==> config.mk <==
export PLATFORM = sky130hd
export DESIGN_NAME = cart_read_mux
export DESIGN_NICKNAME = d
export VERILOG_FILES = /design/src/logic/cart_read_mux.sv
export VERILOG_INCLUDE_DIRS = /design/src /design/src/logic
export SDC_FILE = /design/constraint.sdc
export NUM_CORES = 1
export LEC_CHECK = 0
export ABC_CLOCK_PERIOD_IN_PS = 3700
export CAP_MARGIN = 20
export CORE_UTILIZATION = 62
export CTS_BUF_LIST = sky130_fd_sc_hd__clkbuf_4
export DETAILED_ROUTE_END_ITERATION = 10
export DONT_BUFFER_PORTS = 1
export PLACE_DENSITY = 0.78
export SYNTH_ARGS = -nofsm -noshare
export SYNTH_HDL_FRONTEND = slang
export SYNTH_SLANG_ARGS = --single-unit
export TNS_END_PERCENT = 10
==> constraint.sdc <==
create_clock -name clk_sys -period 3.7 [get_ports clk_sys]
set_input_delay 0.37 -clock clk_sys [delete_from_list [all_inputs] [get_ports clk_sys]]
set_output_delay 0.37 -clock clk_sys [all_outputs]
set_load 0.02 [all_outputs]
==> src/logic/cart_defines.svh <==
/*
 * shared widths and constants for the cartridge mapper
 * header offsets are even download word addresses, the byte of interest
 * sits in the low or high half of the word as noted below
 */
`ifndef CART_DEFINES_SVH
`define CART_DEFINES_SVH

// ------------------------------------------------------------------------
// bus widths
`define CART_ADDR_W     16     // cpu cartridge address
`define CART_DATA_W     8      // cpu data
`define ROM_WADDR_W     22     // 10 bit bank field over 12 in-bank word bits
`define ROM_DATA_W      16     // external rom word
`define CRAM_ADDR_W     17     // byte address into 128 KB cart ram
`define LANE_ADDR_W     16     // word address inside one ram byte lane
`define NUM_LANES       2
`define DL_ADDR_W       25     // download byte address
`define DL_DATA_W       16
`define ROM_BANK_W      9      // mbc5 needs all 9, the others use 7
`define RAM_BANK_W      4      // 16 x 8 KB banks at most

// ------------------------------------------------------------------------
// header word offsets within the image
`define HDR_CGB_OFS     25'h142 // cgb flag in high byte, not decoded here
`define HDR_TYPE_OFS    25'h146 // cartridge type in high byte
`define HDR_SIZE_OFS    25'h148 // rom size low byte, ram size high byte

`define RAM_ENABLE_KEY  4'hA   // low nibble written to 0x0000-0x1FFF

`endif

==> src/logic/cart_read_mux.sv <==
/*
 * builds the byte returned to the cpu, one cycle after cart_rd
 * request flags are frozen when cart_rd is seen, lane data arrives a
 * cycle later from the ram; cart_do then holds until the next read
 */
`timescale 1ns/100ps
`default_nettype none
`include "cart_defines.svh"

module cart_read_mux (
	input  wire logic                                   clk_sys,
	input  wire logic                                   reset,
	input  wire logic                                   cart_rd,
	input  wire logic [`CART_ADDR_W-1:0]                cart_addr,
	input  wire logic                                   cram_sel,
	input  wire logic                                   mbc2_nibble,
	input  wire logic                                   ram_enable,
	input  wire logic                                   rtc_select,
	input  wire logic                                   cart_ready,
	input  wire logic [`ROM_DATA_W-1:0]                 rom_data,
	input  wire logic [`NUM_LANES-1:0][`CART_DATA_W-1:0] lane_q,
	output logic      [`CART_DATA_W-1:0]                cart_do
);

	localparam int LANE_SEL_W = $clog2(`NUM_LANES);

	logic                    rd_q;         // result due this cycle
	logic                    ready_q, cram_q, enable_q, rtc_q, nibble_q;
	logic [LANE_SEL_W-1:0]   lane_sel_q;
	logic [`CART_DATA_W-1:0] rom_byte_q, lane_byte, fresh_do, hold_do;

	// ------------------------------------------------------------------------
	// request capture
	always_ff @(posedge clk_sys) begin
		if (reset) begin
			rd_q     <= 1'b0;
			ready_q  <= 1'b0;
			cram_q   <= 1'b0;
			enable_q <= 1'b0;
			rtc_q    <= 1'b0;
			nibble_q <= 1'b0;
			hold_do  <= 8'h00;
		end else begin
			rd_q <= cart_rd;
			if (cart_rd) begin
				ready_q  <= cart_ready;
				cram_q   <= cram_sel;
				enable_q <= ram_enable;
				rtc_q    <= rtc_select;
				nibble_q <= mbc2_nibble;
			end
			if (rd_q)
				hold_do <= fresh_do;           // keep it past the read cycle
		end
	end

	always_ff @(posedge clk_sys) begin
		if (cart_rd) begin
			lane_sel_q <= cart_addr[LANE_SEL_W-1:0];   // ram byte address bit 0
			rom_byte_q <= cart_addr[0] ? rom_data[15:8] : rom_data[7:0];
		end
	end

	// ------------------------------------------------------------------------
	// result
	assign lane_byte = lane_q[lane_sel_q];

	always_comb begin
		if (!ready_q)
			fresh_do = 8'h00;                  // nothing downloaded yet
		else if (!cram_q)
			fresh_do = rom_byte_q;
		else if (!enable_q)
			fresh_do = 8'hFF;                  // open bus while disabled
		else if (rtc_q)
			fresh_do = 8'h00;                  // clock registers not modelled
		else if (nibble_q)
			fresh_do = {4'hF, lane_byte[3:0]}; // mbc2 ram is 4 bits wide
		else
			fresh_do = lane_byte;
	end

	assign cart_do = rd_q ? fresh_do : hold_do;

endmodule

`default_nettype wire

==> results.ini, run 1 <==
[logic_synthesis]
syn_area_per_cell_sq_um=11.9
netlist_instances=99
synth_top_cell_area_share_pct=23.8
yosys_warnings=0
ys_seq_elements=23
netlist.top_cell.by_area=dfxtp_1
synth_area_leaders=dfxtp_1, edfxtp_1, mux2_2
syn_area_sq_um=1180
synth.distinct_cells=19
synth_nets=155
seq_area_frac_synth_pct=46.7

[timing]
hold_violations=0
finalSetupViolCount=0
slew_viol_final=0
fin_crit_sh_pct=57.0
setup_ws_ns=1.59
relSlewSlack_pct=70.0
period_needed_ns=2.11
tightestPinTransition_ns=0.450
fmax_mhz=475
setup_tns_ns=0
whs_ns=0.119
fin_skew_ns=0.00219
rsz0062_at_grt=false

[cts]
postCtsHoldBufs=0
cts_buffer_depth=2
cts_made_buffers=3
cts_tree=yes
path_clk_slew_ns=0.12
insertion_delay_ns=0.30
cts_resized=0
cts_setup_buffers=0
clock_sinks=23
htreeDepth=1
cts_root_buf=clkbuf_4

[die]
fp.dieArea_sq_um=2080
die_h_microns=45.6
die_w_microns=45.6
num_rows=15
io_pins=64
start_util_pct=67.5
fp.coreArea_sq_um=1750

[power_and_ir_drop]
leakage_nw=0.538
power.density_nw_per_um2=375
ir_drop_v=0.000299

[drt]
top_layer_used=met4
dr_total_vias=718
met2_length_microns=867
drt_first_pass_iters=4
ant_nets=0
drt-initial-drc-count=3
dr_wl_met3_microns=114
drt_wl_total_mm=1.87
drc_errors=0
wl_per_cell_microns=15.5
drt-met1-wl_microns=873
viasPerCell=5.93

[global_routing]
grtUsageTotal_pct=20.2
antenna_found_initial=0
grt.overflow.total=0
first_global_vias=618
grt_pass1_wl_mm=2.84
grt_max_degree=17

[placement]
pre_cts_ws_ns=1.91
hpwl_mm=1.38
place_inst=117
port_buffers=0
gp_congestion=0.725

[worst_setup_path]
worstPathRequired_ns=3.33
criticalPathCategory=register to output pin
cp_max_fo=11
end_kind=output pin
start_kind=register
cp.arrival_ns=1.74

[finish]
n_fill_cell=146
final_nets=153
mostFrequentLayoutCell=dfxtp_1
stdcell_count=121
syn_to_final_growth_pct=1.91
layout_common_cells=dfxtp_1, mux2_2, nand2_1, edfxtp_1
n_antenna_cell=0
drive_gt1_share_pct=24.0

[hold_path]
hp-class=primary input to register

[status]
status=complete, no violations

[flow_run]
maxCapViolations=0

==> state kept, by name (all words and copies together) (netlist names) <==
signal      flops
cram_q          1
enable_q        1
hold_do         8
lane_sel_q      1
nibble_q        1
rd_q            1
ready_q         1
rom_byte_q      8
rtc_q           1
==> where the power goes <==
group          internal, W  leakage [nW]  switching (W)
Combinational    0.0000245         0.318      0.0000144
Clock            0.0000493        0.0184      0.0000696
Sequential        0.000279         0.202      0.0000135
==> Yosys cell counts <==
| cell type | number |
|---|---|
| dfxtp_1 | 14 |
| mux2_2 | 10 |
| edfxtp_1 | 9 |
| nand2_1 | 9 |
| a21oi_1 | 8 |
| nand2b_1 | 8 |
| o211a_1 | 8 |
| mux2i_1 | 5 |
| nor2_1 | 5 |
| buf_2 | 4 |
| mux2_4 | 4 |
| o211ai_1 | 4 |
| o311ai_2 | 3 |
| clkbuf_1 | 2 |
| mux2_1 | 2 |
| buf_6 | 1 |
| nand3_2 | 1 |
| nor2b_1 | 1 |
| o311ai_4 | 1 |
==> worst max-delay path: stages (launching register included) <==
cell and delay [ns]:
dfxtp_1 0.55, nand2_1 0.31, o311ai_2 0.36, nand2_1 0.21
==> cell families (layout without fill, tap and decap cells) <==
group | after synthesis | in the layout | share of synthesized area [%]
buffers and inverters | 7 | 4 | 3.29
flip-flops | 23 | 23 | 46.7
AND/OR/NAND/NOR | 24 | 24 | 10.1
AO/OA/AOI/OAI | 24 | 24 | 19.1
multiplexers | 21 | 21 | 20.8
==> final timing paths <==
check / start / endpoint / slack [ns] / cells after the start
max: cram_q$_SDFFE_PP0P_ / cart_do[5] / 1.59 / 3
min: reset / hold_do[0]$_SDFF_PP0_ / 0.12 / 1
max reg2reg: lane_sel_q$_DFFE_PP_ / hold_do[1]$_SDFF_PP0_ / 2.26 / 3
min reg2reg: hold_do[7]$_SDFF_PP0_ / hold_do[7]$_SDFF_PP0_ / 0.48 / 2
==> through the flow <==
step           area, sq um  power [W]  util (%)
2_1_floorplan         1180   0.000338         -
3_3_place_gp          1170   0.000336      67.1
3_5_place_dp          1170   0.000337      67.1
4_1_cts               1200   0.000454      68.8
5_1_grt               1200   0.000471      68.8
6_report              1200   0.000450      68.8
==> area by class of cell <==
class	count	area (sq um)	area share, %
tap	25	31.3	2.60
clock buffer	4	30.0	2.50
sequential	23	551	45.8
multi-input combinational	69	589	49.1
==> routing by layer <==
layer,global-route usage [%],vias up
met1,27.1,323
met4,9.09,0
met5,0,-
li1,-,362
met3,3.97,2
met2,31.4,31
Note: power is estimated with default switching activity, not from simulation.
==> run 2: changes to the inputs <==
- ABC_CLOCK_PERIOD_IN_PS: 3700 -> 1810
- CORE_UTILIZATION: 62 -> 58
- PLACE_DENSITY: 0.78 -> 0.76
- clock period: 3.7 -> 1.81 ns (I/O delays scaled with it)
==> run 2 against run 1 <==
Global-route usage up 0.78 points. Worst hold slack worse by 0.11 ns. First-iteration DRC count up 33%. Setup slack worse by 1.6 ns. Flip-flop and latch count unchanged. Highest routed layer unchanged. Critical endpoint is now cart_do[6]. Largest cell class unchanged. Combinational power rose to 3.0 times the previous value.
==> results.ini, run 2 (synthesis results as in run 1) <==
[status]
status=complete, no violations

[worst_setup_path]
slowest_stage=edfxtp_1
cp.arrival_ns=1.61  ; -0.13 ns
r2r_slack_ns=0.42  ; -1.84 ns
rr_worst_depth=4  ; +1
cp-endpoint=cart_do[6]
criticalPathCategory=register to output pin
worstPathRequired_ns=1.63  ; -1.70 ns
slowest_delay_ns=0.41  ; -0.14 ns
path_buf_inv=1  ; +1
cp_max_fo=5  ; -6
path_cells=buf_4 -> mux2_4 -> o311ai_4 -> nand2_2
reg2reg_from=lane_sel_q$_DFFE_PP_
startpoint=lane_sel_q$_DFFE_PP_
critical_path.top_delay_family=flip-flops
worst-path-stages=4  ; +1
rr_endpoint=hold_do[5]$_SDFF_PP0_
end_kind=output pin
start_kind=register

[power_and_ir_drop]
pwr-share-comb_pct=12.0  ; +3.4 points
p_sw_w=0.000227  ; +130%
p_int_w=0.000734  ; +110%
p_total_w=0.000961  ; +110%
ir_drop_v=0.000610  ; +100%
power.density_nw_per_um2=736  ; +96%
leakage_nw=0.565  ; +5.0%
seq_power_share_pct=61.6  ; -3.4 points
clockPowerShare_pct=26.4  ; about the same
swShare_pct=23.6  ; +2.0 points

[die]
io_pins=64  ; unchanged
fp.dieArea_sq_um=2220  ; +6.6%
num_rows=15  ; unchanged
die_w_microns=47.1  ; +3.2%
fp.coreArea_sq_um=1820  ; +4.3%
die_h_microns=47.1  ; +3.2%
start_util_pct=64.7  ; -2.8 points

[finish]
reg.largest.list=hold_do (8), rom_byte_q (8)
final_nets=159  ; +3.9%
drive_gt1_share_pct=34.3  ; +10 points
design_area_sq_um=1310  ; +8.7%
syn_to_final_growth_pct=10.8
n_antenna_cell=0  ; unchanged
layout_common_cells=dfxtp_1, mux2_2, nand2_2, edfxtp_1
mostFrequentLayoutCell=dfxtp_1

[cts]
htreeDepth=1  ; unchanged
path_clk_slew_ns=0.12  ; about the same
cts_made_buffers=3  ; unchanged
cts_tree=yes
clock_sinks=23  ; unchanged
insertion_delay_ns=0.31  ; about the same
cts_root_buf=clkbuf_4
cts_buffer_depth=2  ; unchanged

[global_routing]
grt_pass1_wl_mm=2.99  ; +5.3%
grt_max_degree=17  ; unchanged
first_global_vias=669  ; +8.3%
grtUsageTotal_pct=21.0  ; +0.78 points
antenna_found_initial=0  ; unchanged
grt.overflow.total=0  ; unchanged

[drt]
viasPerCell=6.02  ; +1.4%
wl_per_cell_microns=17.4  ; +12%
dr_total_vias=764  ; +6.4%
drt_wl_total_mm=2.21  ; +18%
ant_nets=0  ; unchanged
drt_first_pass_iters=3  ; -1
drc_errors=0  ; unchanged
drt-initial-drc-count=4  ; +1

[placement]
hpwl_mm=1.45  ; +4.9%
port_buffers=0  ; unchanged
placed_area_sq_um=1180  ; +0.64%
gp_congestion=0.719  ; -0.79%

[timing]
fmax_mhz=557
relSlewSlack_pct=65.8  ; -4.2 points
setup_tns_ns=0  ; unchanged
period_needed_ns=1.80
hold_violations=0  ; unchanged
slew_viol_final=0  ; unchanged
rsz0062_at_grt=true
fin_skew_ns=0.00106  ; -0.00114 ns
finalSetupViolCount=0  ; unchanged
fin_crit_sh_pct=99.2
tightestPinTransition_ns=0.512  ; +0.0621 ns

[hold_path]
hp-class=primary input to register

[flow_run]
maxCapViolations=0  ; unchanged

## run 2: cell count changes in the layout (fill, tap and decap cells not counted)
cell,change
nand2_1,-9
nand2_2,+9
buf_4,+3
dlygate4sd3_1,+3
o311ai_2,-3
o311ai_4,+3
## run 2: metal layers
layer / global-route usage [%] / part of all wire [%]
met2: 32.2 / 49
met5: 0 / 0
met1: 27.1 / 44
met3: 6.15 / 6.0
met4: 10.3 / 0.45
## run 2: what timing repair did
action / CTS / global route
setup endpoints to repair: 8 / 8
hold buffers: 3 / 0
setup buffers: 2 / 0
endpoints found under the hold margin: 24 / 0
gates cloned: 0 / 0
pin swaps: 0 / 2
resized for setup: 2 / 10
## run 2: worst min-delay path by stage
stage                     startpoint                    end  slack [ns]  cells after the start
after floorplan                reset  hold_do[0]$_SDFF_PP0_        0.25                      1
after global placement         reset  hold_do[7]$_SDFF_PP0_        0.25                      1
after detailed placement       reset  hold_do[4]$_SDFF_PP0_        0.25                      1
after CTS                 rtc_select     rtc_q$_SDFFE_PP0P_       0.009                      2
after global routing      ram_enable  enable_q$_SDFFE_PP0P_        0.01                      2
final                     rtc_select     rtc_q$_SDFFE_PP0P_       0.008                      2
## run 2: cell type report
type,count,area [sq um]
flip-flops and latches,23,551
fillers,144,514
multi-input cells,69,642
clock buffers,4,30.0
well taps,25,31.3
repair buffers,6,52.6
## run 2: stage by stage
stage                     util (%)  setup slack [ns]  cells  hold slack [ns]
after floorplan                  -             0.414     99            0.250
after global placement        64.7             0.257    118            0.252
after detailed placement      64.7             0.211    118            0.254
after CTS                     69.1            0.0102    127          0.00925
after global routing          71.8           -0.0486    127           0.0108
final                         71.8            0.0145    127          0.00824
## run 2: power by group through the flow
stage | clock [W] | combinational [W] | sequential (W)
floorplan | 0 | 0.0000980 | 0.000593
global route | 0.000278 | 0.000123 | 0.000596
CTS | 0.000253 | 0.000108 | 0.000590
detailed placement | 0 | 0.0000836 | 0.000607
finish | 0.000254 | 0.000115 | 0.000592
global placement | 0 | 0.0000825 | 0.000606
==> run 3: changes to the inputs <==
- HOLD_SLACK_MARGIN: not set -> 0.15
- SETUP_SLACK_MARGIN: not set -> 0.05
==> run 3 against run 2 <==
The run now ends with setup timing left. Register-to-register slack got worse by 0.04 ns. Largest power group unchanged. Via count increased by 19%. Core utilization increased by 12 points. Cell count increased by 17%. Clock-buffer cell count unchanged. Total power increased by 6.6%. Critical path depth unchanged.
==> results.ini, run 3 (synthesis results as in run 1) <==
[die]
num_rows=15  ; unchanged
die_h_microns=47.1  ; unchanged
die_w_microns=47.1  ; unchanged
start_util_pct=64.7  ; unchanged
io_pins=64  ; unchanged
fp.coreArea_sq_um=1820  ; unchanged
fp.dieArea_sq_um=2220  ; unchanged

[worst_setup_path]
cp.arrival_ns=1.67  ; +0.06 ns
end_kind=output pin
reg2reg_from=lane_sel_q$_DFFE_PP_
start_kind=register
startpoint=lane_sel_q$_DFFE_PP_
r2r_slack_ns=0.38  ; -0.04 ns
worstPathRequired_ns=1.63  ; about the same
rr_worst_depth=4  ; unchanged
rr_endpoint=hold_do[1]$_SDFF_PP0_
cp_max_fo=5  ; unchanged
criticalPathCategory=register to output pin

[timing]
fin_crit_sh_pct=102  ; +2.9 points
fmax_mhz=541  ; -2.8%
finalSetupViolCount=4  ; +4
fin_skew_ns=0.00526  ; +0.00420 ns
relSlewSlack_pct=50.9  ; -15 points
tightestPinTransition_ns=0.735  ; +0.223 ns
setup_ws_ns=-0.0377  ; -0.0522 ns
rsz0062_at_grt=true
period_needed_ns=1.85  ; +0.0522 ns
hold_violations=0  ; unchanged
slew_viol_final=0  ; unchanged

[finish]
final_util_pct=83.5  ; +12 points
mostFrequentLayoutCell=dlygate4sd3_1
multiInputGateArea_sq_um=642  ; unchanged
stdcell_count=148  ; +17%
drive_gt1_share_pct=28.5  ; -5.9 points
final_nets=180  ; +13%
syn_to_final_growth_pct=29.0
n_fill_cell=95  ; -34%
n_antenna_cell=0  ; unchanged
reg.largest.list=hold_do (8), rom_byte_q (8)
layout_common_cells=dlygate4sd3_1, dfxtp_1, mux2_2
design_area_sq_um=1520  ; +16%
seq_area_sq_um=551  ; unchanged

[power_and_ir_drop]
seq_power_share_pct=58.1  ; -3.5 points
p_sw_w=0.000259  ; +14%
leakage_nw=0.654  ; +16%
power.density_nw_per_um2=674  ; -8.4%
clockPowerShare_pct=25.8  ; -0.6 points
swShare_pct=25.3  ; +1.6 points
pwr-share-comb_pct=16.1  ; +4.1 points
ir_drop_v=0.000565  ; -7.5%
p_int_w=0.000765  ; +4.3%

[cts]
cts_made_buffers=3  ; unchanged
cts_buffer_depth=2  ; unchanged
cts_tree=yes
path_clk_slew_ns=0.13  ; about the same
clock_sinks=23  ; unchanged
htreeDepth=1  ; unchanged
insertion_delay_ns=0.32  ; about the same
cts_root_buf=clkbuf_4

[status]
violations=setup timing
status=finished with violations

[drt]
ant_nets=0  ; unchanged
wl_per_cell_microns=20.5  ; +18%
viasPerCell=6.14  ; +2.1%
drt-initial-drc-count=35  ; +31
drt_wl_total_mm=3.03  ; +37%
drc_errors=0  ; unchanged
drt_first_pass_iters=4  ; +1
dr_total_vias=909  ; +19%

[global_routing]
grt_use_met3_pct=8.85  ; +2.7 points
use_met2_pct=50.6  ; +18 points
first_global_vias=889  ; +33%
antenna_found_initial=0  ; unchanged
grt_max_degree=17  ; unchanged
grt.overflow.total=0  ; unchanged
grt_pass1_wl_mm=4.20  ; +40%
grt.busiest_layer=met2
grtUsageTotal_pct=29.8  ; +8.9 points
met1_usage_pct=33.8  ; +6.7 points

[placement]
hpwl_mm=1.45  ; unchanged
pre_cts_ws_ns=0.211  ; unchanged
place_inst=118  ; unchanged
placed_area_sq_um=1180  ; unchanged
port_buffers=0  ; unchanged
gp_congestion=0.719  ; unchanged

[hold_path]
hp-class=primary input to register
whs_endpoint=hold_do[0]$_SDFF_PP0_
hold-path-cell-count=3  ; +1
hp-start=lane_q[0]

[flow_run]
maxCapViolations=0  ; unchanged

run 3: cell types whose count changed in the layout (fill, tap and decap cells not counted), sizes merged:
cell / delta
dlygate4sd3: +21
run 3: final cells by class:
class                           count  area share, %
Clock buffer                        4           1.98
Timing Repair Buffer               27           17.5
Tap cell                           25           2.06
Sequential cell                    23           36.2
Multi-Input combinational cell     69           42.2
run 3: how the worst max path moves through the flow:
stage	endpoint	slack (ns)	cells after the start
6_report	cart_do[1]	-0.04	4
5_1_grt	cart_do[7]	-0.09	4
4_1_cts	cart_do[4]	0.02	4
3_5_place_dp	cart_do[5]	0.21	3
3_3_place_gp	cart_do[4]	0.26	3
2_1_floorplan	cart_do[4]	0.41	4
run 3: per-stage QoR:
stage	setup TNS, ns	hold slack, ns	total power [W]
2_1_floorplan	0	0.250	0.000691
3_5_place_dp	0	0.254	0.000691
6_report	-0.103	0.242	0.00102
3_3_place_gp	0	0.252	0.000689
5_1_grt	-0.489	0.238	0.00106
4_1_cts	0	0.241	0.000993
run 3: metal layers:
metal  share of wire, %  up-vias
met1                 37      438
met2                 53       50
met4                1.5        0
met3                8.0        4
met5                  0        -
li1                   -      417
run 3: power groups by stage:
| stage | combinational (W) | sequential [W] | clock [W] |
|---|---|---|---|
| 2_1_floorplan | 0.0000980 | 0.000593 | 0 |
| 3_3_place_gp | 0.0000825 | 0.000606 | 0 |
| 3_5_place_dp | 0.0000836 | 0.000607 | 0 |
| 4_1_cts | 0.000150 | 0.000590 | 0.000253 |
| 5_1_grt | 0.000174 | 0.000599 | 0.000291 |
| 6_report | 0.000164 | 0.000596 | 0.000264 |
run 3: repair_timing:
action                                  in CTS  in global routing
buffers inserted                             2                  0
hold endpoints to repair                    32                  0
endpoints found under the setup margin       8                  8
resized for setup                            4                  9
hold buffers                                24                  0
pin swaps                                    1                  5
cloned                                       0                  0
run 3: worst max-delay path: stages (launching register included):
cell and delay [ns]:
edfxtp_1 0.39, buf_6 0.14, mux2_2 0.34, o211ai_1 0.31, nand2_2 0.16
